[src/hw/rv_pkg.sv]
package rv_pkg;

    localparam int XLEN = 32;
    localparam logic [XLEN-1:0] RESET_PC = 32'h0000_0000;
    localparam logic [31:0] NOP_INST = 32'h0000_0013; // addi x0,x0,0

    localparam logic [6:0] OP_LUI    = 7'b0110111;
    localparam logic [6:0] OP_JAL    = 7'b1101111;
    localparam logic [6:0] OP_BRANCH = 7'b1100011;
    localparam logic [6:0] OP_LOAD   = 7'b0000011;
    localparam logic [6:0] OP_STORE  = 7'b0100011;
    localparam logic [6:0] OP_IMM    = 7'b0010011;
    localparam logic [6:0] OP_REG    = 7'b0110011;

    typedef logic [XLEN-1:0] word_t;
    typedef logic [31:0] inst_t;
    typedef logic [4:0] reg_addr_t;

    typedef enum logic [2:0] {
        ALU_ADD, ALU_SUB, ALU_AND, ALU_OR, ALU_XOR, ALU_SLT, ALU_PASS_B
    } alu_op_e;

    typedef enum logic [2:0] {BR_NONE, BR_EQ, BR_NE, BR_LT, BR_JAL} branch_e;

    typedef enum logic [1:0] {WB_ALU, WB_LOAD, WB_PC4} wb_sel_e;

    typedef enum logic [1:0] {FWD_RF, FWD_MEM, FWD_WB} fwd_sel_e;

    typedef struct packed {
        logic  valid;
        word_t pc;
        inst_t inst;
    } if_id_t;

    typedef struct packed {
        logic      valid;
        word_t     pc;
        reg_addr_t rs1;
        reg_addr_t rs2;
        logic      rs1_used;
        logic      rs2_used;
        word_t     rs1_data;
        word_t     rs2_data;
        word_t     imm;
        reg_addr_t rd;
        logic      reg_we;
        logic      mem_we;
        logic      load;
        logic      a_pc;      // PC as ALU operand A
        logic      b_imm;     // Immediate as ALU operand B
        alu_op_e   alu_op;
        branch_e   branch;
        wb_sel_e   wb_sel;
    } id_ex_t;

    typedef struct packed {
        logic      valid;
        word_t     alu;
        word_t     store_data;
        word_t     pc4;
        reg_addr_t rd;
        logic      reg_we;
        logic      mem_we;
        wb_sel_e   wb_sel;
    } ex_mem_t;

    typedef struct packed {
        logic      valid;
        word_t     alu;
        word_t     load_data;
        word_t     pc4;
        reg_addr_t rd;
        logic      reg_we;
        wb_sel_e   wb_sel;
    } mem_wb_t;

endpackage

[src/hw/decode_unit.sv]
`timescale 1ns/10ps

module decode_unit import rv_pkg::*; (
    input  logic      clk,
    input  logic      rst,
    input  logic      stall,
    input  logic      redirect,
    input  if_id_t    if_id,
    input  reg_addr_t wb_addr,
    input  logic      wb_we,
    input  word_t     wb_data,
    output id_ex_t    id_ex,
    output reg_addr_t rs1,
    output reg_addr_t rs2,
    output logic      rs1_used,
    output logic      rs2_used
);

    inst_t   inst;
    logic    [2:0] funct3;
    word_t   imm_i, imm_s, imm_b, imm_u, imm_j;
    alu_op_e alu_f3;
    id_ex_t  dec;

    assign inst   = if_id.inst;
    assign funct3 = inst[14:12];
    assign rs1    = inst[19:15];
    assign rs2    = inst[24:20];

    assign imm_i = {{20{inst[31]}}, inst[31:20]};
    assign imm_s = {{20{inst[31]}}, inst[31:25], inst[11:7]};
    assign imm_b = {{19{inst[31]}}, inst[31], inst[7], inst[30:25], inst[11:8], 1'b0};
    assign imm_u = {inst[31:12], 12'b0};
    assign imm_j = {{11{inst[31]}}, inst[31], inst[19:12], inst[20], inst[30:21], 1'b0};

    reg_file u_rf (
        .clk(clk), .rst(rst),
        .ra0(rs1), .ra1(rs2), .wa(wb_addr), .we(wb_we), .wd(wb_data),
        .rd0(dec.rs1_data), .rd1(dec.rs2_data)
    );

    // Shared by OP and OP-IMM, sub only exists in register form
    always_comb begin
        case (funct3)
            3'b000:  alu_f3 = (inst[6:0] == OP_REG && inst[30]) ? ALU_SUB : ALU_ADD;
            3'b010:  alu_f3 = ALU_SLT;
            3'b100:  alu_f3 = ALU_XOR;
            3'b110:  alu_f3 = ALU_OR;
            3'b111:  alu_f3 = ALU_AND;
            default: alu_f3 = ALU_ADD;
        endcase
    end

    always_comb begin
        dec.valid    = if_id.valid;
        dec.pc       = if_id.pc;
        dec.rs1      = rs1;
        dec.rs2      = rs2;
        dec.rd       = inst[11:7];
        dec.rs1_used = 1'b0;
        dec.rs2_used = 1'b0;
        dec.imm      = imm_i;
        dec.reg_we   = 1'b0;
        dec.mem_we   = 1'b0;
        dec.load     = 1'b0;
        dec.a_pc     = 1'b0;
        dec.b_imm    = 1'b0;
        dec.alu_op   = ALU_ADD;
        dec.branch   = BR_NONE;
        dec.wb_sel   = WB_ALU;
        case (inst[6:0])
            OP_LUI: begin
                dec.imm    = imm_u;
                dec.reg_we = 1'b1;
                dec.b_imm  = 1'b1;
                dec.alu_op = ALU_PASS_B;
            end
            OP_JAL: begin
                dec.imm    = imm_j;
                dec.reg_we = 1'b1;
                dec.a_pc   = 1'b1; // ALU forms the target
                dec.b_imm  = 1'b1;
                dec.branch = BR_JAL;
                dec.wb_sel = WB_PC4;
            end
            OP_BRANCH: begin
                dec.imm      = imm_b;
                dec.rs1_used = 1'b1;
                dec.rs2_used = 1'b1;
                dec.a_pc     = 1'b1;
                dec.b_imm    = 1'b1;
                case (funct3)
                    3'b000:  dec.branch = BR_EQ;
                    3'b001:  dec.branch = BR_NE;
                    3'b100:  dec.branch = BR_LT;
                    default: dec.branch = BR_NONE;
                endcase
            end
            OP_LOAD: begin
                dec.rs1_used = 1'b1;
                dec.reg_we   = 1'b1;
                dec.load     = 1'b1;
                dec.b_imm    = 1'b1;
                dec.wb_sel   = WB_LOAD;
            end
            OP_STORE: begin
                dec.imm      = imm_s;
                dec.rs1_used = 1'b1;
                dec.rs2_used = 1'b1;
                dec.mem_we   = 1'b1;
                dec.b_imm    = 1'b1;
            end
            OP_IMM: begin
                dec.rs1_used = 1'b1;
                dec.reg_we   = 1'b1;
                dec.b_imm    = 1'b1;
                dec.alu_op   = alu_f3;
            end
            OP_REG: begin
                dec.rs1_used = 1'b1;
                dec.rs2_used = 1'b1;
                dec.reg_we   = 1'b1;
                dec.alu_op   = alu_f3;
            end
            default: ; // Unknown opcode, no-op
        endcase
    end

    assign rs1_used = dec.rs1_used && if_id.valid;
    assign rs2_used = dec.rs2_used && if_id.valid;

    always_ff @(posedge clk) begin
        id_ex <= dec;
        if (rst || stall || redirect) begin // Bubble
            id_ex.valid  <= 1'b0;
            id_ex.reg_we <= 1'b0;
            id_ex.mem_we <= 1'b0;
            id_ex.load   <= 1'b0;
            id_ex.branch <= BR_NONE;
        end
    end

endmodule

[src/hw/execute_unit.sv]
`timescale 1ns/10ps

module execute_unit import rv_pkg::*; (
    input  logic     clk,
    input  logic     rst,
    input  id_ex_t   id_ex,
    input  fwd_sel_e fwd_a,
    input  fwd_sel_e fwd_b,
    input  word_t    mem_wb_data,
    output logic     redirect,
    output word_t    target,
    output ex_mem_t  ex_mem
);

    word_t mem_fwd;
    word_t op_a, op_b;
    word_t alu_a, alu_b;
    word_t alu_res;
    logic  taken;

    // A jal in MEM hands on its link address
    assign mem_fwd = (ex_mem.wb_sel == WB_PC4) ? ex_mem.pc4 : ex_mem.alu;

    always_comb begin
        case (fwd_a)
            FWD_MEM: op_a = mem_fwd;
            FWD_WB:  op_a = mem_wb_data;
            default: op_a = id_ex.rs1_data;
        endcase
        case (fwd_b)
            FWD_MEM: op_b = mem_fwd;
            FWD_WB:  op_b = mem_wb_data;
            default: op_b = id_ex.rs2_data;
        endcase
    end

    assign alu_a = id_ex.a_pc ? id_ex.pc : op_a;
    assign alu_b = id_ex.b_imm ? id_ex.imm : op_b;

    always_comb begin
        case (id_ex.alu_op)
            ALU_SUB:    alu_res = alu_a - alu_b;
            ALU_AND:    alu_res = alu_a & alu_b;
            ALU_OR:     alu_res = alu_a | alu_b;
            ALU_XOR:    alu_res = alu_a ^ alu_b;
            ALU_SLT:    alu_res = {31'b0, $signed(alu_a) < $signed(alu_b)};
            ALU_PASS_B: alu_res = alu_b;
            default:    alu_res = alu_a + alu_b;
        endcase
    end

    always_comb begin
        case (id_ex.branch)
            BR_EQ:   taken = op_a == op_b;
            BR_NE:   taken = op_a != op_b;
            BR_LT:   taken = $signed(op_a) < $signed(op_b);
            BR_JAL:  taken = 1'b1;
            default: taken = 1'b0;
        endcase
    end

    assign redirect = id_ex.valid && taken;
    assign target   = alu_res; // pc + imm for branches and jal

    always_ff @(posedge clk) begin
        ex_mem.alu        <= alu_res;
        ex_mem.store_data <= op_b;
        ex_mem.pc4        <= id_ex.pc + 32'd4;
        ex_mem.rd         <= id_ex.rd;
        ex_mem.wb_sel     <= id_ex.wb_sel;
        if (rst) begin
            ex_mem.valid  <= 1'b0;
            ex_mem.reg_we <= 1'b0;
            ex_mem.mem_we <= 1'b0;
        end else begin
            ex_mem.valid  <= id_ex.valid;
            ex_mem.reg_we <= id_ex.valid && id_ex.reg_we;
            ex_mem.mem_we <= id_ex.valid && id_ex.mem_we;
        end
    end

endmodule

[src/hw/fetch_unit.sv]
`timescale 1ns/10ps

module fetch_unit import rv_pkg::*; (
    input  logic   clk,
    input  logic   rst,
    input  logic   stall,
    input  logic   redirect,
    input  word_t  target,
    input  inst_t  inst,
    output word_t  pc,
    output if_id_t if_id
);

    word_t pc_next;

    // Redirect beats stall
    always_comb begin
        if (redirect)
            pc_next = target;
        else if (stall)
            pc_next = pc;
        else
            pc_next = pc + 32'd4; // Not-taken prediction
    end

    always_ff @(posedge clk) begin
        if (rst)
            pc <= RESET_PC;
        else
            pc <= pc_next;
    end

    always_ff @(posedge clk) begin
        if (rst || redirect) begin
            if_id.valid <= 1'b0;
            if_id.inst  <= NOP_INST; // Kill wrong-path fetch
        end else if (!stall) begin
            if_id.valid <= 1'b1;
            if_id.pc    <= pc;
            if_id.inst  <= inst;
        end
    end

endmodule

[src/hw/hazard_unit.sv]
`timescale 1ns/10ps

module hazard_unit import rv_pkg::*; (
    input  reg_addr_t rs1,
    input  reg_addr_t rs2,
    input  logic      rs1_used,
    input  logic      rs2_used,
    input  id_ex_t    id_ex,
    input  ex_mem_t   ex_mem,
    input  mem_wb_t   mem_wb,
    output logic      stall,
    output fwd_sel_e  fwd_a,
    output fwd_sel_e  fwd_b
);

    logic mem_src;
    logic wb_src;

    function automatic logic dep(reg_addr_t rd, logic we, reg_addr_t rs, logic used);
        return we && used && rd != '0 && rd == rs;
    endfunction

    // Load result is not ready until WB
    assign stall = dep(id_ex.rd, id_ex.valid && id_ex.load, rs1, rs1_used) ||
                   dep(id_ex.rd, id_ex.valid && id_ex.load, rs2, rs2_used);

    assign mem_src = ex_mem.valid && ex_mem.reg_we && ex_mem.wb_sel != WB_LOAD;
    assign wb_src  = mem_wb.valid && mem_wb.reg_we;

    always_comb begin
        fwd_a = FWD_RF;
        if (dep(ex_mem.rd, mem_src, id_ex.rs1, id_ex.rs1_used))
            fwd_a = FWD_MEM;
        else if (dep(mem_wb.rd, wb_src, id_ex.rs1, id_ex.rs1_used))
            fwd_a = FWD_WB;

        fwd_b = FWD_RF;
        if (dep(ex_mem.rd, mem_src, id_ex.rs2, id_ex.rs2_used))
            fwd_b = FWD_MEM;
        else if (dep(mem_wb.rd, wb_src, id_ex.rs2, id_ex.rs2_used))
            fwd_b = FWD_WB;
    end

endmodule

[src/hw/reg_file.sv]
`timescale 1ns/10ps

module reg_file import rv_pkg::*; (
    input  logic      clk,
    input  logic      rst,
    input  reg_addr_t ra0,
    input  reg_addr_t ra1,
    input  reg_addr_t wa,
    input  logic      we,
    input  word_t     wd,
    output word_t     rd0,
    output word_t     rd1
);

    word_t regs [1:31]; // x0 has no storage

    always_ff @(posedge clk) begin
        if (rst) begin
            for (int i = 1; i < 32; i++)
                regs[i] <= '0;
        end else if (we && wa != '0) begin
            regs[wa] <= wd;
        end
    end

    // Same-cycle write is visible to decode
    assign rd0 = (ra0 == '0) ? '0 : (we && wa == ra0) ? wd : regs[ra0];
    assign rd1 = (ra1 == '0) ? '0 : (we && wa == ra1) ? wd : regs[ra1];

endmodule

[src/hw/rv_core.sv]
`timescale 1ns/10ps

module rv_core import rv_pkg::*; (
    input  logic  clk,
    input  logic  rst,

    output word_t im_addr,    // Current PC
    input  inst_t im_dout,

    output word_t mem_addr,
    output logic  mem_we,
    output word_t mem_din,
    input  word_t mem_dout
);

    if_id_t    if_id;
    id_ex_t    id_ex;
    ex_mem_t   ex_mem;
    mem_wb_t   wb_view;
    logic      stall;
    logic      redirect;
    word_t     target;
    reg_addr_t rs1;
    reg_addr_t rs2;
    logic      rs1_used;
    logic      rs2_used;
    fwd_sel_e  fwd_a;
    fwd_sel_e  fwd_b;
    reg_addr_t wb_addr;
    logic      wb_we;
    word_t     wb_data;

    assign mem_addr = ex_mem.alu;
    assign mem_we   = ex_mem.mem_we;
    assign mem_din  = ex_mem.store_data;

    // Hazard unit only looks at valid, reg_we and rd of the WB stage
    assign wb_view = '{valid: wb_we, alu: wb_data, load_data: wb_data, pc4: wb_data,
                       rd: wb_addr, reg_we: wb_we, wb_sel: WB_ALU};

    fetch_unit u_fetch (
        .clk(clk), .rst(rst), .stall(stall), .redirect(redirect),
        .target(target), .inst(im_dout),
        .pc(im_addr), .if_id(if_id)
    );

    decode_unit u_decode (
        .clk(clk), .rst(rst), .stall(stall), .redirect(redirect), .if_id(if_id),
        .wb_addr(wb_addr), .wb_we(wb_we), .wb_data(wb_data),
        .id_ex(id_ex),
        .rs1(rs1), .rs2(rs2), .rs1_used(rs1_used), .rs2_used(rs2_used)
    );

    hazard_unit u_hazard (
        .rs1(rs1), .rs2(rs2), .rs1_used(rs1_used), .rs2_used(rs2_used),
        .id_ex(id_ex), .ex_mem(ex_mem), .mem_wb(wb_view),
        .stall(stall), .fwd_a(fwd_a), .fwd_b(fwd_b)
    );

    execute_unit u_execute (
        .clk(clk), .rst(rst), .id_ex(id_ex), .fwd_a(fwd_a), .fwd_b(fwd_b),
        .mem_wb_data(wb_data),
        .redirect(redirect), .target(target), .ex_mem(ex_mem)
    );

    writeback_unit u_writeback (
        .clk(clk), .rst(rst), .ex_mem(ex_mem), .mem_dout(mem_dout),
        .wb_addr(wb_addr), .wb_we(wb_we), .wb_data(wb_data)
    );

endmodule

[src/hw/writeback_unit.sv]
`timescale 1ns/10ps

module writeback_unit import rv_pkg::*; (
    input  logic      clk,
    input  logic      rst,
    input  ex_mem_t   ex_mem,
    input  word_t     mem_dout,
    output reg_addr_t wb_addr,
    output logic      wb_we,
    output word_t     wb_data
);

    mem_wb_t mem_wb;

    always_ff @(posedge clk) begin
        mem_wb.alu       <= ex_mem.alu;
        mem_wb.load_data <= mem_dout; // Memory answers in the same cycle
        mem_wb.pc4       <= ex_mem.pc4;
        mem_wb.rd        <= ex_mem.rd;
        mem_wb.wb_sel    <= ex_mem.wb_sel;
        if (rst) begin
            mem_wb.valid  <= 1'b0;
            mem_wb.reg_we <= 1'b0;
        end else begin
            mem_wb.valid  <= ex_mem.valid;
            mem_wb.reg_we <= ex_mem.reg_we;
        end
    end

    always_comb begin
        case (mem_wb.wb_sel)
            WB_LOAD: wb_data = mem_wb.load_data;
            WB_PC4:  wb_data = mem_wb.pc4;
            default: wb_data = mem_wb.alu;
        endcase
    end

    assign wb_addr = mem_wb.rd;
    assign wb_we   = mem_wb.valid && mem_wb.reg_we;

endmodule

[config.mk]
export PLATFORM = sky130hd
export DESIGN_NAME = rv_core
export DESIGN_NICKNAME = d
export VERILOG_FILES = /design/src/hw/rv_pkg.sv /design/src/hw/decode_unit.sv /design/src/hw/execute_unit.sv /design/src/hw/fetch_unit.sv /design/src/hw/hazard_unit.sv /design/src/hw/reg_file.sv /design/src/hw/rv_core.sv /design/src/hw/writeback_unit.sv
export SDC_FILE = /design/constraint.sdc
export NUM_CORES = 2
export LEC_CHECK = 0
export BUFFER_PORTS_ARGS = -buffer_cell sky130_fd_sc_hd__buf_4
export CORE_ASPECT_RATIO = 1.25
export CORE_MARGIN = 1.5
export CORE_UTILIZATION = 55
export CTS_BUF_LIST = sky130_fd_sc_hd__clkbuf_16
export DETAILED_ROUTE_END_ITERATION = 8
export GPL_ROUTABILITY_DRIVEN = 0
export PLACE_DENSITY = 0.71
export SYNTH_ARGS = -nofsm -noshare
export SYNTH_HDL_FRONTEND = slang
export SYNTH_SLANG_ARGS = --single-unit
[constraint.sdc]
create_clock -name clk -period 14.2 [get_ports clk]
set_clock_uncertainty 0.05 [all_clocks]
set_input_delay 0.71 -clock clk [delete_from_list [all_inputs] [get_ports clk]]
set_output_delay 0.71 -clock clk [all_outputs]
set_load 0.02 [all_outputs]
---- After elaboration in Yosys (flattened, before gate mapping) ----
Memory sizes are Yosys's and may differ from the RTL's. A register that Yosys moved wholly into a read port is not among the register bits.
Index checks and enable logic that the tools add are counted.
operators by class
  add/sub/neg operators ................... 4
  order comparisons ....................... 2
  equal/unequal tests ..................... 41
  mux-type cells .......................... 42
  bitwise logic cells ..................... 5
  reductions and logical operators ........ 49
operators with widths
  operator                                                               number
  32-bit two-way mux                                                     8
  32-bit case mux with 2 select lines                                    3
  32-bit case mux with 6 select lines                                    1
  31-bit case mux with 4 select lines                                    1
  32-bit by 3-bit adder with 32-bit output, second input constant        2
  32-bit < comparator                                                    2
  5-bit equality test                                                    8
  32-bit adder                                                           1
  32-bit AND                                                             1
  32-bit equality test                                                   1
  32-bit != test                                                         1
  32-bit bitwise OR                                                      1
  32-bit OR reduction                                                    1
  32-bit subtractor                                                      1
  32-bit bitwise XOR                                                     1
  1-bit logical AND                                                      31
  5-bit two-way mux                                                      5
  3-bit equality test, second input constant                             7
  7-bit by 6-bit equality test with 1-bit output, second input constant  3
  3-bit by 2-bit equality test with 1-bit output, second input constant  5
  3-bit case mux with 5 select lines                                     1
  5-bit nonzero test                                                     3
  7-bit equality test, second input constant                             2
  1-bit two-way mux                                                      14
  other kinds (21)                                                       39
storage, ports and cells
  flip-flop bits (word level) ............. 467
  bits in writable memories ............... 992
  input bits .............................. 66
  output and inout bits ................... 97
  word-level logic and storage cells ...... 181
  memories ................................ 1
memories
  memory              depth  bits a word  read ports  clocked after Yosys merged registers in  wr ports  RTL line        source
  u_decode.u_rf.regs  31     32           2           2                                        31        reg_file.sv:15  word_t regs [1:31];

---- Logic depth before layout (Yosys ltp) ----
  depth after elaboration ................. 14
  depth in mapped cells ................... 25
  depth with buffers taken out ............ 22

---- Cells and area by module ----
Synthesis repeated with hierarchy kept, for this count alone.
unflattened totals
  cell total of the unflattened synthesis .. 6229
  area, all modules ....................... 77194.0 µm²
by module, submodules not included
  module          times used  cells each  area an instance (µm²)  seq. area each (µm²)
  reg_file        1           3741        54725.0                 30749.5
  execute_unit    1           1573        11260.8                 2122.0
  fetch_unit      1           372         4002.6                  2262.2
  decode_unit     1           261         3962.6                  3183.1
  writeback_unit  1           226         2802.7                  2102.0
  hazard_unit     1           55          436.7                   0.0
  rv_core         1           1           3.8                     0.0

---- Worst setup path before layout ----
No wires, ideal clock.
  path type ............................... register -> register
  start point ............................. reg u_writeback.mem_wb[0] in the netlist's numbering
  end point ............................... reg, netlist name u_decode.id_ex[158]
  library setup time ...................... 118 ps
  data arrival time ....................... 5136 ps
  required time ........................... 14032 ps
  setup slack ............................. 8896 ps
  stages on the path, launching flop included .. 22
  buffers on the path ..................... 5
  period minus slack after synthesis ...... 5304 ps
  cell sequence ........................... dfxtp_1 inv_1 ha_1 clkbuf_1 clkbuf_1 clkbuf_1 o21a_1 clkbuf_1 o21ai_0 o21ai_0 ha_1 a21oi_1 o21ai_0 a211oi_1 nor3_1 a211o_1 mux2_2 a311oi_2 or3_1 clkbuf_1 inv_1 and2_1
between the ends
  word-level cells in the longest chain between the ends .. 7
  elaborated cells on any way between the ends .. 11
  classes of those cells .................. order compare (1); eq/ne (4); mux (4); reduce/logical (2)
ends and longest elaborated chain
  item                                                                                   RTL line                                source
  from (decl)                                                                            writeback_unit.sv:13                    mem_wb_t mem_wb;
  2-bit equality test or 2-bit by 1-bit equality test with 1-bit output (tied branches)  writeback_unit.sv:31                    case (mem_wb.wb_sel)
  32-bit case mux with 2 select lines (*)                                                writeback_unit.sv:31
  32-bit case mux with 2 select lines, on equally long branches                          execute_unit.sv:25, execute_unit.sv:30
  32-bit < comparator (tied with other cells)                                            execute_unit.sv:56                      BR_LT: taken = $signed(op_a) < $signed(op_b);
  1-bit case mux with 4 select lines (*)                                                 execute_unit.sv:53                      case (id_ex.branch)
  1-bit logical AND (*)                                                                  execute_unit.sv:62                      assign redirect = id_ex.valid && taken;
  1-bit logical OR (*)                                                                   decode_unit.sv:134                      if (rst || stall || redirect) begin
Mark *: on every way between the ends. The rest lies on a longest branch, timed or not.
A chain may end at the register's enable or synchronous reset.

==> metrics.yaml <==
worstSetupPathType: "reg -> reg"
met1_usage: 0.411
hold_path_class: "in -> reg"
timing.critical_path.buf_inv: 4
dp_hpwl_um: 155000
grtUsageMet3: 0.0694
synth_enable_flop_cells: 1056
final_nets: 6035
die_width_um: 334
drc: 0
crit_chain: "inv_1, ha_2, buf_4, inv_1, o21ai_4, nor3_1, a211oi_1, or2_2, ha_1, nand4_1, nor4_1, o21ai_0, o211ai_1, a211o_1, mux2_2, a311o_2, buf_4, nand2_1, nor2_1"
grt.busiest_layer: "met2"
power.share.switching: 0.316
fin_crit_ps: 7590
tns_ps: 0
crit_family: "compound AO/OA/AOI/OAI gates"
slowest_stage: "o21ai_4"
ys_ff_latch: 1501
wl_um: 245000
ys_async_sr_fraction: 0
worst_slack_ps: 6610
synth.area.top_cells: "edfxtp_1 42%, mux4_2 19%, dfxtp_1 12%"
required_ps: 14780
synth.distinct_cells: 94
die_h_um: 417
insertion_delay_ps: 810
yosysTopAreaCellShare: 0.421
layout.cells.non_filler: 7715
p_leak_nw: 30.5
share_comb_of_total_power: 0.221
cts_tree: "done"
worstSetupStartpointType: "flop"
synth_top_cell_by_area: "edfxtp_1"
numPortBuffers: 162
p_clk_frac: 0.330
internal_power_mw: 8.01
ant_nets: 0
cts_resized: 0
ys_warn_count: 0
cts_buffers: 146
start_util: 0.555
synth.most_common_cell: "nor2_1"
max_stage_delay_ps: 920
cp.arrival_ps: 8170
first_pass_iters: 8
clk_pin_slew_ps: 70
tightest_slew_ps: 1080
critPathCaptureType: "flop"
grt_max_degree: 111
ys_seq_area_frac: 0.539
finalHoldViolCount: 0
post_cts_buffers: 0
cp_max_fo: 55
viasPerCell: 6.84
fmaxAchievable_ghz: 0.132
status: "finished, final reports clean"
relSlewSlack: 0.267
syn_inst: 5904
num_rows: 151
avgSynthCellArea_um2: 12.8
dieArea_mm2: 0.139
cts-root-buf: "clkbuf_16"
grt_pass1_wl_um: 352000
p_sw_mw: 3.70
fin_crit_sh: 0.534
cts.sinks: 1501
routedWlPerCell_um: 31.8
first_global_vias: 53000
dp_cells: 7414
ir_drop_v: 0.000125
cts_buffer_depth: 3
rsz0062_at_grt: "no"
core_area_mm2: 0.136
place_ws_ps: 6740
antenna_found_initial: 6
placed_cell_area_mm2: 0.0777
drv_cap: 0
drt_iter0_drc: 7881
vias: 52800
drive_above_1_share: 0.224
ys.flop_type: "edfxtp_1"
design_area_mm2: 0.0828
grt_overflow: 0
htreeDepth: 4
mappedNetlistArea_mm2: 0.0753
setup_viol: 0
drv_slew: 0
synth.cells.most_frequent: "1191 x nor2_1, 1056 x edfxtp_1, 640 x mux4_2"
areaGrowthSynthToFinish_pct: 9.89
seqPwrFrac: 0.449
power.density_mw_per_mm2: 141
track_usage: 0.351
met2_usage: 0.576
io_pins: 163
finish.utilization: 0.610
-- final cells by class --
class | instances | area (µm²)
Multi-Input combinational cell | 3659 | 31800
Clock inverter | 115 | 872
Tap cell | 1759 | 2200
Inverter | 177 | 664
Sequential cell | 1501 | 40700
Antenna cell | 1 | 2.50
Fill cell | 10100 | 52900
Clock buffer | 153 | 3830
Timing Repair Buffer | 350 | 2720
-- repair_timing --
action                                  CTS  global route
hold endpoints to repair                 32             0
endpoints found under the setup margin    0             0
hold buffers                             32             0
-- kinds of logic (layout without fill, tap and decap cells) --
kind of cell	Yosys count	after routing	share of synthesized area
AOI/OAI and AO/OA	807	807	0.0720
xor gates and xnor gates	111	111	0.0129
adders and majority gates	135	135	0.0226
buffers and inverters	775	795	0.0425
DFF	1501	1501	0.539
muxes	776	776	0.210
other	1	33	0.0000498
and+or+nand+nor	1798	1798	0.100
-- per-stage QoR --
step                      power [mW]  hold WS (ps)
after floorplan                 6.97           260
after global placement          7.78           267
after detailed placement        7.82           267
after CTS                       11.6          30.2
after global routing            12.0          58.9
final                           11.7          63.1
-- flip-flops by register name, indices dropped and copies added (netlist names), named ones only --
name and count:
u_decode.id_ex 159, u_writeback.wb_addr 5, u_execute.ex_mem 106, u_decode.u_rf.regs 1024, u_fetch.pc 32, u_writeback.mem_wb 100
u_fetch.if_id 65
-- routing by layer --
metal / wire length, µm / share of wire
met5: 28 / 0.00011
met4: 21400 / 0.087
met3: 27800 / 0.11
met2: 118000 / 0.48
met1: 78200 / 0.32
-- power by group through the flow --
| stage | clock network (mW) | logic, mW | registers (mW) |
|---|---|---|---|
| 2_1_floorplan | 0 | 1.80 | 5.17 |
| 3_3_place_gp | 0 | 2.46 | 5.32 |
| 3_5_place_dp | 0 | 2.49 | 5.33 |
| 4_1_cts | 3.89 | 2.51 | 5.24 |
| 5_1_grt | 4.04 | 2.72 | 5.27 |
| 6_report | 3.87 | 2.59 | 5.26 |
-- cells in the final DEF, fill, tap and decap left out, types with 153 or more instances in the layout --
master / synthesis / layout
a211oi_1: 188 / 188
clkbuf_16: 0 / 153
edfxtp_1: 1056 / 1056
inv_1: 174 / 204
mux4_2: 640 / 640
dfxtp_1: 445 / 433
nor2_1: 1191 / 1189
nand2_1: 268 / 234
buf_4: 67 / 317
a21oi_1: 192 / 191
-- worst paths after layout --
kind                                             from                  end  slack (ps)  cells after the start
worst max-delay path            u_writeback.mem_wb[0]                 flop        6610                     19
worst min-delay path                       im_dout[0]     u_fetch.if_id[0]          60                      2
worst min register to register      u_decode.id_ex[1]  u_execute.ex_mem[1]         280                      0
worst max register to register  u_writeback.mem_wb[0]                 flop        6610                     19
(Power assumes the default switching activity.)
